## config.mk

```make
export PLATFORM = sky130hd
export DESIGN_NAME = rv_alu_exec
export DESIGN_NICKNAME = d
export VERILOG_FILES = /design/src/rv_alu_pkg.sv /design/src/rv_alu_arith.sv /design/src/rv_alu_core.sv /design/src/rv_alu_decode.sv /design/src/rv_alu_exec.sv /design/src/rv_alu_shift.sv
export SDC_FILE = /design/constraint.sdc
export NUM_CORES = 1
export LEC_CHECK = 0
export BUFFER_PORTS_ARGS = -buffer_cell sky130_fd_sc_hd__buf_2
export CAP_MARGIN = 20
export CORE_MARGIN = 2
export CORE_UTILIZATION = 35
export CTS_CLUSTER_DIAMETER = 100
export DETAILED_ROUTE_END_ITERATION = 6
export PLACE_DENSITY = 0.49
export SLEW_MARGIN = 25
export SYNTH_ARGS = -nofsm -noshare
export SYNTH_HDL_FRONTEND = slang
export SYNTH_SLANG_ARGS = --single-unit
```

## constraint.sdc

```tcl
create_clock -name clk -period 7.1 [get_ports clk]
set_clock_uncertainty 0.15 [all_clocks]
set_input_delay 1.42 -clock clk [delete_from_list [all_inputs] [get_ports clk]]
set_output_delay 1.42 -clock clk [all_outputs]
set_load 0.02 [all_outputs]
```

## src/rv_alu_pkg.sv

```systemverilog
// shared encodings and instruction views for the rv64 integer execute unit, imported by each block
`default_nettype none

package rv_alu_pkg;

    parameter int xlen = 64;

    // major opcodes accepted by the unit
    parameter logic [6:0] opc_op        = 7'b0110011;
    parameter logic [6:0] opc_op_imm    = 7'b0010011;
    parameter logic [6:0] opc_op_32     = 7'b0111011;
    parameter logic [6:0] opc_op_imm_32 = 7'b0011011;

    parameter logic [2:0] f3_add_sub = 3'b000;
    parameter logic [2:0] f3_sll     = 3'b001;
    parameter logic [2:0] f3_slt     = 3'b010;
    parameter logic [2:0] f3_sltu    = 3'b011;
    parameter logic [2:0] f3_xor     = 3'b100;
    parameter logic [2:0] f3_srl_sra = 3'b101;
    parameter logic [2:0] f3_or      = 3'b110;
    parameter logic [2:0] f3_and     = 3'b111;

    parameter logic [6:0] f7_base = 7'b0000000;
    parameter logic [6:0] f7_alt  = 7'b0100000; // sub, sra
    parameter logic [5:0] f6_base = 6'b000000;  // rv64 shift immediates
    parameter logic [5:0] f6_alt  = 6'b010000;

    typedef enum logic [3:0] {
        alu_add, alu_sub, alu_sll, alu_slt, alu_sltu,
        alu_xor, alu_srl, alu_sra, alu_or, alu_and
    } alu_op_t;

    // one-hot code for left logical, right logical and right arithmetic
    typedef enum logic [2:0] {
        sh_none = 3'b000,
        sh_sll  = 3'b100,
        sh_srl  = 3'b010,
        sh_sra  = 3'b001
    } shift_op_t;

    typedef struct packed {
        logic [6:0] funct7;
        logic [4:0] rs2;
        logic [4:0] rs1;
        logic [2:0] funct3;
        logic [4:0] rd;
        logic [6:0] opcode;
    } instr_r_t;

    typedef struct packed {
        logic [11:0] imm;
        logic [4:0]  rs1;
        logic [2:0]  funct3;
        logic [4:0]  rd;
        logic [6:0]  opcode;
    } instr_i_t;

    typedef union packed {
        instr_r_t r;
        instr_i_t i;
    } instr_word_u;

endpackage

`default_nettype wire

```

## src/rv_alu_arith.sv

```systemverilog
// adder/subtractor with signed and unsigned less-than taken from the same carry chain
`default_nettype none

module rv_alu_arith #(
    parameter int xlen_p = rv_alu_pkg::xlen
) (
    input  logic [xlen_p-1:0] a,
    input  logic [xlen_p-1:0] b,
    input  logic              sub,
    output logic [xlen_p-1:0] sum,
    output logic              lt_signed,
    output logic              lt_unsigned
);

    logic [xlen_p-1:0] b_eff;
    logic [xlen_p:0]   full;
    logic              carry;
    logic              a_msb;
    logic              b_msb;
    logic              s_msb;

    // a - b as a + ~b + 1
    assign b_eff = sub ? ~b : b;
    assign full  = {1'b0, a} + {1'b0, b_eff} + (xlen_p + 1)'(sub);

    assign sum   = full[xlen_p-1:0];
    assign carry = full[xlen_p];

    assign a_msb = a[xlen_p-1];
    assign b_msb = b[xlen_p-1];
    assign s_msb = full[xlen_p-1];

    // no borrow means a >= b unsigned
    assign lt_unsigned = ~carry;

    // differing signs decide directly, otherwise the difference can't overflow
    assign lt_signed = (a_msb ^ b_msb) ? a_msb : s_msb;

endmodule

`default_nettype wire

```

## src/rv_alu_core.sv

```systemverilog
// execute datapath, picks operand b, runs shifter, adder and logic ops and selects the result
`default_nettype none

module rv_alu_core #(
    parameter int xlen_p = rv_alu_pkg::xlen
) (
    input  rv_alu_pkg::alu_op_t alu_op,
    input  logic                word_op,
    input  logic                use_imm,
    input  logic [xlen_p-1:0]   imm,
    input  logic [xlen_p-1:0]   rs1_data,
    input  logic [xlen_p-1:0]   rs2_data,
    output logic [xlen_p-1:0]   alu_result
);

    import rv_alu_pkg::*;

    logic [xlen_p-1:0] op_b;
    shift_op_t         shift_op;
    logic              sub;
    logic [xlen_p-1:0] shift_result;
    logic [xlen_p-1:0] sum;
    logic              lt_signed;
    logic              lt_unsigned;
    logic [xlen_p-1:0] sum_ext;

    assign op_b = use_imm ? imm : rs2_data;

    always_comb begin
        case (alu_op)
            alu_sll: shift_op = sh_sll;
            alu_srl: shift_op = sh_srl;
            alu_sra: shift_op = sh_sra;
            default: shift_op = sh_none;
        endcase
    end

    assign sub = alu_op inside {alu_sub, alu_slt, alu_sltu}; // compares go through the subtractor

    rv_alu_shift #(.xlen_p(xlen_p)) u_shift (
        .operand      (rs1_data),
        .amount       (op_b[5:0]),
        .shift_op     (shift_op),
        .word_op      (word_op),
        .shift_result (shift_result)
    );

    rv_alu_arith #(.xlen_p(xlen_p)) u_arith (
        .a           (rs1_data),
        .b           (op_b),
        .sub         (sub),
        .sum         (sum),
        .lt_signed   (lt_signed),
        .lt_unsigned (lt_unsigned)
    );

    assign sum_ext = word_op ? xlen_p'(signed'(sum[31:0])) : sum; // addw/subw

    always_comb begin
        case (alu_op)
            alu_add, alu_sub:          alu_result = sum_ext;
            alu_sll, alu_srl, alu_sra: alu_result = shift_result;
            alu_slt:                   alu_result = xlen_p'(lt_signed);
            alu_sltu:                  alu_result = xlen_p'(lt_unsigned);
            alu_xor:                   alu_result = rs1_data ^ op_b;
            alu_or:                    alu_result = rs1_data | op_b;
            default:                   alu_result = rs1_data & op_b;
        endcase
    end

endmodule

`default_nettype wire

```

## src/rv_alu_decode.sv

```systemverilog
// instruction decoder for the execute unit, maps op/op-imm and their w forms to an alu operation
`default_nettype none

module rv_alu_decode (
    input  logic [31:0]         instr,
    output rv_alu_pkg::alu_op_t alu_op,
    output logic                word_op,
    output logic                use_imm,
    output logic [63:0]         imm,
    output logic                illegal
);

    import rv_alu_pkg::*;

    instr_word_u iw;
    logic        imm_w;
    logic        sh_base;
    logic        sh_alt;

    assign iw    = instr;
    assign imm_w = (iw.i.opcode == opc_op_imm_32);

    // shift immediates carry funct6 on rv64, funct7 on w forms
    assign sh_base = imm_w ? (iw.i.imm[11:5] == f7_base) : (iw.i.imm[11:6] == f6_base);
    assign sh_alt  = imm_w ? (iw.i.imm[11:5] == f7_alt) : (iw.i.imm[11:6] == f6_alt);

    always_comb begin
        alu_op  = alu_add;
        word_op = 1'b0;
        use_imm = 1'b0;
        imm     = '0;
        illegal = 1'b0;
        case (iw.r.opcode)
            opc_op, opc_op_32: begin
                word_op = (iw.r.opcode == opc_op_32);
                if (iw.r.funct7 == f7_base) begin
                    case (iw.r.funct3)
                        f3_add_sub: alu_op = alu_add;
                        f3_sll:     alu_op = alu_sll;
                        f3_slt:     alu_op = alu_slt;
                        f3_sltu:    alu_op = alu_sltu;
                        f3_xor:     alu_op = alu_xor;
                        f3_srl_sra: alu_op = alu_srl;
                        f3_or:      alu_op = alu_or;
                        default:    alu_op = alu_and;
                    endcase
                end else if (iw.r.funct7 == f7_alt) begin
                    case (iw.r.funct3)
                        f3_add_sub: alu_op = alu_sub;
                        f3_srl_sra: alu_op = alu_sra;
                        default:    illegal = 1'b1;
                    endcase
                end else begin
                    illegal = 1'b1;
                end
            end
            opc_op_imm, opc_op_imm_32: begin
                word_op = imm_w;
                use_imm = 1'b1;
                imm     = 64'(signed'(iw.i.imm));
                case (iw.i.funct3)
                    f3_add_sub: alu_op = alu_add;
                    f3_slt:     alu_op = alu_slt;
                    f3_sltu:    alu_op = alu_sltu;
                    f3_xor:     alu_op = alu_xor;
                    f3_or:      alu_op = alu_or;
                    f3_and:     alu_op = alu_and;
                    f3_sll: begin
                        alu_op  = alu_sll;
                        illegal = !sh_base; // also catches slliw with shamt[5] set
                    end
                    default: begin
                        if (sh_base)
                            alu_op = alu_srl;
                        else if (sh_alt)
                            alu_op = alu_sra;
                        else
                            illegal = 1'b1;
                    end
                endcase
            end
            default: illegal = 1'b1;
        endcase

        // w forms only have add, sub and the shifts
        if (word_op && !(iw.r.funct3 inside {f3_add_sub, f3_sll, f3_srl_sra}))
            illegal = 1'b1;
        if (illegal)
            alu_op = alu_add;
    end

endmodule

`default_nettype wire

```

## src/rv_alu_exec.sv

```systemverilog
// top of the integer execute unit, decode stage then execute stage, two cycles from issue to result
`default_nettype none

module rv_alu_exec #(
    parameter int xlen_p = rv_alu_pkg::xlen
) (
    input  logic              clk,
    input  logic              rst,
    input  logic              in_valid,
    input  logic [31:0]       instr,
    input  logic [xlen_p-1:0] rs1_data,
    input  logic [xlen_p-1:0] rs2_data,
    output logic              out_valid,
    output logic [xlen_p-1:0] result,
    output logic              illegal
);

    import rv_alu_pkg::*;

    alu_op_t           dec_alu_op;
    logic              dec_word_op;
    logic              dec_use_imm;
    logic [63:0]       dec_imm;
    logic              dec_illegal;
    logic              dec_bad;

    logic              s1_valid;
    logic              s1_illegal;
    alu_op_t           s1_alu_op;
    logic              s1_word_op;
    logic              s1_use_imm;
    logic [xlen_p-1:0] s1_imm;
    logic [xlen_p-1:0] s1_rs1;
    logic [xlen_p-1:0] s1_rs2;
    logic [xlen_p-1:0] core_result;

    rv_alu_decode u_decode (
        .instr   (instr),
        .alu_op  (dec_alu_op),
        .word_op (dec_word_op),
        .use_imm (dec_use_imm),
        .imm     (dec_imm),
        .illegal (dec_illegal)
    );

    assign dec_bad = dec_illegal | (dec_word_op & (xlen_p < 64)); // no w forms on rv32

    always_ff @(posedge clk) begin
        if (rst) begin
            s1_valid   <= 1'b0;
            s1_illegal <= 1'b0;
        end else begin
            s1_valid   <= in_valid;
            s1_illegal <= in_valid & dec_bad;
        end
        if (in_valid) begin // operands only
            s1_alu_op  <= dec_alu_op;
            s1_word_op <= dec_word_op;
            s1_use_imm <= dec_use_imm;
            s1_imm     <= dec_imm[xlen_p-1:0];
            s1_rs1     <= rs1_data;
            s1_rs2     <= rs2_data;
        end
    end

    rv_alu_core #(.xlen_p(xlen_p)) u_core (
        .alu_op     (s1_alu_op),
        .word_op    (s1_word_op),
        .use_imm    (s1_use_imm),
        .imm        (s1_imm),
        .rs1_data   (s1_rs1),
        .rs2_data   (s1_rs2),
        .alu_result (core_result)
    );

    always_ff @(posedge clk) begin
        if (rst) begin
            out_valid <= 1'b0;
            result    <= '0;
            illegal   <= 1'b0;
        end else begin
            out_valid <= s1_valid;
            result    <= (s1_valid && !s1_illegal) ? core_result : '0; // zero when idle or bad
            illegal   <= s1_valid & s1_illegal;
        end
    end

endmodule

`default_nettype wire

```

## src/rv_alu_shift.sv

```systemverilog
// 64/32-bit shifter for sll, srl and sra, one right shifter shared through bit reversal
`default_nettype none

module rv_alu_shift #(
    parameter int xlen_p = rv_alu_pkg::xlen
) (
    input  logic [xlen_p-1:0]     operand,
    input  logic [5:0]            amount,
    input  rv_alu_pkg::shift_op_t shift_op,
    input  logic                  word_op,
    output logic [xlen_p-1:0]     shift_result
);

    localparam logic [xlen_p-1:0] low_word = xlen_p'(32'hffff_ffff);

    logic [5:0]        shamt;
    logic [xlen_p-1:0] src;
    logic [xlen_p-1:0] src_rev;
    logic [xlen_p-1:0] shift_in;
    logic [xlen_p-1:0] right_res;
    logic [xlen_p-1:0] right_rev;
    logic [xlen_p-1:0] sra_mask;
    logic [xlen_p-1:0] sraw_mask;
    logic [xlen_p-1:0] sra_res;
    logic [xlen_p-1:0] res_pre;

    assign shamt = word_op ? {1'b0, amount[4:0]} : amount;
    assign src   = word_op ? xlen_p'(operand[31:0]) : operand; // w forms see low word only

    // left shift = reverse, shift right, reverse back
    for (genvar i = 0; i < xlen_p; i++) begin : g_rev
        assign src_rev[i]   = src[xlen_p-1-i];
        assign right_rev[i] = right_res[xlen_p-1-i];
    end

    assign shift_in  = shift_op[2] ? src_rev : src;
    assign right_res = shift_in >> shamt;

    // fill masks mark the bits vacated by the right shift
    assign sra_mask  = ~({xlen_p{1'b1}} >> shamt);
    assign sraw_mask = ~(low_word >> shamt) & low_word;

    always_comb begin
        if (word_op)
            sra_res = ({xlen_p{src[31]}} & sraw_mask) | right_res;
        else
            sra_res = ({xlen_p{src[xlen_p-1]}} & sra_mask) | right_res;
    end

    always_comb begin
        if (shift_op[2])
            res_pre = right_rev;
        else if (shift_op[1])
            res_pre = right_res;
        else if (shift_op[0])
            res_pre = sra_res;
        else
            res_pre = '0; // no shift selected
    end

    assign shift_result = word_op ? xlen_p'(signed'(res_pre[31:0])) : res_pre;

endmodule

`default_nettype wire

```

==> out/metrics.yaml, run 1 <==
clocking:
  cts_hold_buf: 0
  postCtsResizedCells: 0
  worstSkewPairLatency_ns: 0.57
  cts_tree: "yes"
  cts-root-buf: "clkbuf_16"
  cts_sinks: 214
  postCtsSetupBuffers: 0
  htree_levels: 1
  cts.path.max_buffers: 3
  path_clk_slew_ns: 0.06
  cts_buffers: 24
route:
  via_count: 22000
  drtIter0Drc: 2532
  routed_wl_um: 103000
  vias_per_cell: 6.24
  wl_per_cell_um: 29.3
  post-route-drc-count: 0
  antenna_left: 0
  firstDrtPassIters: 5
global_routing:
  busiest_layer: "met2"
  grt-ovfl-total: 0
  antenna_found_initial: 5
  grt_pass1_vias: 20800
  met3_usage: 0.0632
  grt.met1_usage: 0.437
  grt_usage: 0.315
  grt_first_pass_wirelength_um: 147000
  grt_util_met2: 0.458
  grt_start_max_net_pins: 100
setup_path:
  cp_data_arrival_time_ns: 6.53
  critPathCaptureType: "flop"
  r2r-end: "result[58]"
  crit_path_max_fanout: 35
  critical_path_class: "flop to flop"
  start_kind: "flop"
  reg2reg_depth: 15
  r2r_start: "s1_alu_op[1]"
  ff2ff_setup_slack_ns: 0.87
  required_ns: 7.40
synth:
  synthTopCellsByArea: "edfxtp_1 20%, ha_1 11%, mux2i_1 7.2%"
  syn_area_per_cell_um2: 8.31
  synthArstFlopShare: 0
  yosys.area.top_type: "edfxtp_1"
  synth_area_um2: 21500
  yosysUniqueCellTypes: 90
  synth_edf_count: 146
  synth_fp_nets: 2939
  yosysSeqAreaShare: 0.268
  postSynthCellCount: 2583
  ys.flop_type: "edfxtp_1"
  yosysWarnings: 0
  yosysTopAreaCellShare: 0.204
  synth-seq-cells: 214
sta:
  fmax_mhz: 160
  finalCriticalPeriod_ns: 6.23
  timing.final.crit_share: 0.878
  relSlewSlack: 0.232
  finalSetupTns_ns: 0
  setup_viol: 0
  fin_ws_ns: 0.866
  rsz0062_at_grt: "no"
  worst_pin_slew_ns: 1.15
  maxSlewViolCount: 0
  timing.final.hold_violations: 0
worst_hold_path:
  min_to: "out_valid"
  hold_path_class: "flop to flop"
  hold_path_depth: 1
  holdCritStartpoint: "s1_valid"
final_layout:
  syn_to_final_growth_pct: 13.2
  layout_common_cells: "303 x a21oi_1, 239 x o21ai_0, 217 x buf_2"
  final_nets: 3079
  drive_above_1_share: 0.161
  design_area_um2: 24300
  final_common_cell: "a21oi_1"
  n_fill_cell: 6170
  multi_input_area_um2: 14500
  seq_area_um2: 5750
pwr:
  irDropWorstVdd_mv: 0.174
  cellPowerDensity_nw_per_um2: 213
  p_leak_nw: 10.4
placement:
  numPortBuffers: 218
  hpwlAfterDp_um: 79800
  pre_cts_ws_ns: 1.01
  gp_congestion: 1.06
  placed_area_um2: 23500
floorplanning:
  io_pins: 229
  die_h_um: 252
  start_util: 0.355
  core_area_um2: 60500
  die_w_um: 252
  fp.dieArea_um2: 63300
  num_rows: 90
run_status:
  status: "complete, no violations"
run:
  maxCapViolCount: 0
-- cells by family (layout without fill, tap and decap cells) --
logic type | count (synthesis) | in the layout | synth area share
other | 0 | 1 | 0
multiplexers | 222 | 222 | 0.114
buffers and inverters | 327 | 485 | 0.0605
XOR/XNOR | 126 | 126 | 0.0514
AND/OR/NAND/NOR | 554 | 554 | 0.118
adder cells (fa/ha/maj) | 193 | 193 | 0.113
flip-flops | 214 | 214 | 0.268
AO/OA/AOI/OAI | 947 | 947 | 0.276
-- cell type report --
class	instances	area share
clock inverters	9	0.00371
flip-flops and latches	214	0.237
well taps	782	0.0403
diodes	1	0.000103
clock buffers	35	0.0294
repair buffers	289	0.0677
multi-input cells	2042	0.599
inverters	152	0.0235
-- critical path, cell delays in order (launching register included) --
cell,delay [ns]
edfxtp_1,0.55
or4b_2,0.83
and2_4,0.41
xnor2_1,0.23
ha_1,0.39
a21oi_1,0.24
nand2_1,0.10
o21ai_0,0.71
a21oi_1,0.31
a21oi_1,0.51
o211ai_1,0.26
a31oi_1,0.49
o21ai_0,0.26
a311oi_1,0.36
xor2_1,0.18
o21ai_0,0.10
-- power by group --
group	total [mW]	switching, mW	leakage [nW]	internal, mW
sequential	1.51	0.0918	1.97	1.42
combinational	2.42	1.60	8.02	0.816
clock	1.24	0.534	0.397	0.707
total	5.17	2.23	10.4	2.94
-- routing by layer --
layer  routed length [um]  part of all wire
met5                   39           0.00038
met4                 6260             0.061
met3                 8650             0.084
met2                43100              0.42
met1                45100              0.44
-- state kept, by name, indices dropped and copies added (netlist names) --
name        count
s1_valid        1
s1_alu_op       4
illegal         1
s1_illegal      1
s1_imm         12
out_valid       1
s1_rs2         64
s1_word_op      1
s1_rs1         64
s1_use_imm      1
result         64
-- synth_stat cells, drive strengths merged, types with 23 or more instances --
cell and count:
o22ai 41, o221ai 23, clkbuf 122, a211oi 36
mux2 57, a21oi 307, nor3 42, nand2 159
nor2b 44, edfxtp 146, a31oi 33, xnor2 50
a21o 39, a221oi 35, xor2 76, inv 151
nor2 192, ha 192, buf 53, mux2i 160
o21ai 250, nand3 28, dfxtp 68
-- stage by stage --
step	power, mW	instances	utilization	hold WS (ns)
global route	5.40	3523	0.401	0.370
CTS	5.12	3523	0.401	0.354
detailed placement	3.85	3479	0.388	0.345
floorplan	2.99	2583	-	0.294
global placement	3.84	3479	0.388	0.337
finish	5.17	3524	0.402	0.345
-- how the worst max path moves through the flow --
stage	start	end	slack, ns	depth (start not counted)
finish	s1_alu_op[1]	result[58]	0.87	15
global route	s1_alu_op[1]	result[58]	0.52	15
CTS	s1_alu_op[1]	result[0]	0.97	18
detailed placement	s1_alu_op[1]	result[0]	1.01	18
global placement	s1_alu_op[1]	result[58]	1.08	15
floorplan	s1_alu_op[0]	result[44]	2.20	19
Note: power is estimated with default switching activity, not from simulation.
==> run 2, diff against run 1 <==
==> constraint.sdc (replaced) <==
create_clock -name clk -period 7.1 [get_ports clk]
set_clock_uncertainty 0.15 [all_clocks]
set_input_delay 0.355 -clock clk [delete_from_list [all_inputs] [get_ports clk]]
set_output_delay 0.355 -clock clk [all_outputs]
set_load 0.02 [all_outputs]
==> run 2 against run 1 <==
Clock power about the same. Setup slack improved by 0.0067 ns. Cell area increased by 6.1%. Final cell count increased by 4.4%. Register-to-register slack about the same. Die area unchanged. First-iteration DRC count increased by 12%. Combinational power increased by 5%. Sequential power about the same. Worst hold slack got worse by 0.31 ns.
==> out/metrics.yaml, run 2 (synthesis gave the netlist of run 1 again) <==
run_status:
  status: "complete, no violations"
clocking:
  cts_hold_buf: 142
  worstSkewPairLatency_ns: 0.58
  postCtsSetupBuffers: 0
  cts_sinks: 214
  cts-root-buf: "clkbuf_16"
  path_clk_slew_ns: 0.06
  cts_buffers: 25
  htree_levels: 1
  cts.path.max_buffers: 3
  cts_tree: "yes"
  postCtsResizedCells: 0
pwr:
  power_mw: 5.29
  cellPowerDensity_nw_per_um2: 205
  irDropWorstVdd_mv: 0.197
  p_leak_nw: 11.0
route:
  top_layer: "met4"
  vias_per_cell: 6.17
  via_count: 22700
  firstDrtPassIters: 6
  wl_per_cell_um: 30.6
  drtIter0Drc: 2838
  antenna_left: 0
  routed_wl_um: 113000
  wl_met3_um: 8740
  post-route-drc-count: 0
  m1WireLength_um: 50700
  wl_met2_um: 46900
sta:
  timing.final.crit_share: 0.877
  finalSetupTns_ns: 0
  fmax_mhz: 161
  finalCriticalPeriod_ns: 6.23
  relSlewSlack: 0.217
  setup_viol: 0
  timing.final.hold_violations: 0
  holdWs_ns: 0.0343
  rsz0062_at_grt: "no"
  worst_pin_slew_ns: 1.17
  maxSlewViolCount: 0
floorplanning:
  num_rows: 90
  die_w_um: 252
  die_h_um: 252
  core_area_um2: 60500
  start_util: 0.355
  fp.dieArea_um2: 63300
  io_pins: 229
setup_path:
  critical_path_class: "flop to flop"
  critPathCaptureType: "flop"
  required_ns: 7.38
  reg2reg_depth: 16
  start_kind: "flop"
  cp_data_arrival_time_ns: 6.51
  crit_path_max_fanout: 36
final_layout:
  reg.largest.list: "result (64), s1_rs1 (64), s1_rs2 (64)"
  final_nets: 3229
  syn_to_final_growth_pct: 20.0
  n_fill_cell: 6100
  multi_input_area_um2: 14500
  seq_area_um2: 5750
  final_common_cell: "a21oi_1"
  drive_above_1_share: 0.154
  layout_common_cells: "303 x a21oi_1, 237 x o21ai_0, 217 x buf_2"
global_routing:
  grt-ovfl-total: 0
  grt_first_pass_wirelength_um: 158000
  grt_usage: 0.346
  grt_pass1_vias: 21600
  antenna_found_initial: 3
  grt_start_max_net_pins: 94
placement:
  hpwlAfterDp_um: 87100
  gp_congestion: 1.05
  numPortBuffers: 218
worst_hold_path:
  hold_path_depth: 2
  hold_path_class: "input port to flop"
run:
  maxCapViolCount: 0
-- run 2: changes by cell type in the layout (fill, tap and decap cells not counted), moves of 2 or more --
cell and delta:
o21ai_0 -2, clkbuf_1 +5, dlygate4sd3_1 +142, buf_12 +2
buf_4 +5, diode_2 +3, o21ai_1 +2
-- run 2: metal layers --
layer / global-route usage / vias up
met5: 0 / -
met4: 0.168 / 0
met3: 0.0587 / 213
met2: 0.506 / 1166
met1: 0.490 / 11200
li1: - / 10100
-- run 2: final cells by class --
type / count / area share
Inverter: 152 / 0.0222
Multi-Input combinational cell: 2042 / 0.564
Sequential cell: 214 / 0.223
Clock buffer: 39 / 0.0279
Clock inverter: 7 / 0.00219
Timing Repair Buffer: 438 / 0.122
Tap cell: 782 / 0.0380
Antenna cell: 4 / 0.000389
-- run 2: final timing paths --
| check | end | slack (ns) | startpoint |
|---|---|---|---|
| worst max-delay path | result[58] | 0.87 | s1_alu_op[3] |
| worst min register to register | out_valid | 0.34 | s1_valid |
| worst min-delay path | s1_imm[11] | 0.03 | instr[31] |
| worst max register to register | result[58] | 0.87 | s1_alu_op[3] |
-- run 2: per-stage QoR --
stage                     utilization  setup WS, ns  area [um2]  instances
after global placement          0.389          1.03       23500       3486
after CTS                       0.426         0.998       25700       3674
after global routing            0.426         0.662       25700       3674
final                           0.426         0.873       25800       3678
after floorplan                     -          2.20       21500       2583
after detailed placement        0.389          1.02       23500       3486
-- run 2: power breakdown --
| part | switching, mW | internal [mW] |
|---|---|---|
| clock | 0.535 | 0.698 |
| combinational | 1.67 | 0.873 |
| sequential | 0.0916 | 1.42 |
| total | 2.30 | 2.99 |
-- run 2: worst max-delay path, cell delays in order, from the launching register on --
cell	delay, ns
edfxtp_1	0.59
or4b_2	0.85
and2_4	0.45
buf_4	0.43
xor2_1	0.24
ha_1	0.42
a21oi_1	0.27
o211ai_1	0.14
a21oi_1	0.28
o22ai_1	0.13
a21oi_1	0.41
o211ai_1	0.27
a31oi_1	0.42
o21ai_0	0.31
a311oi_1	0.40
xor2_1	0.19
o21ai_0	0.11
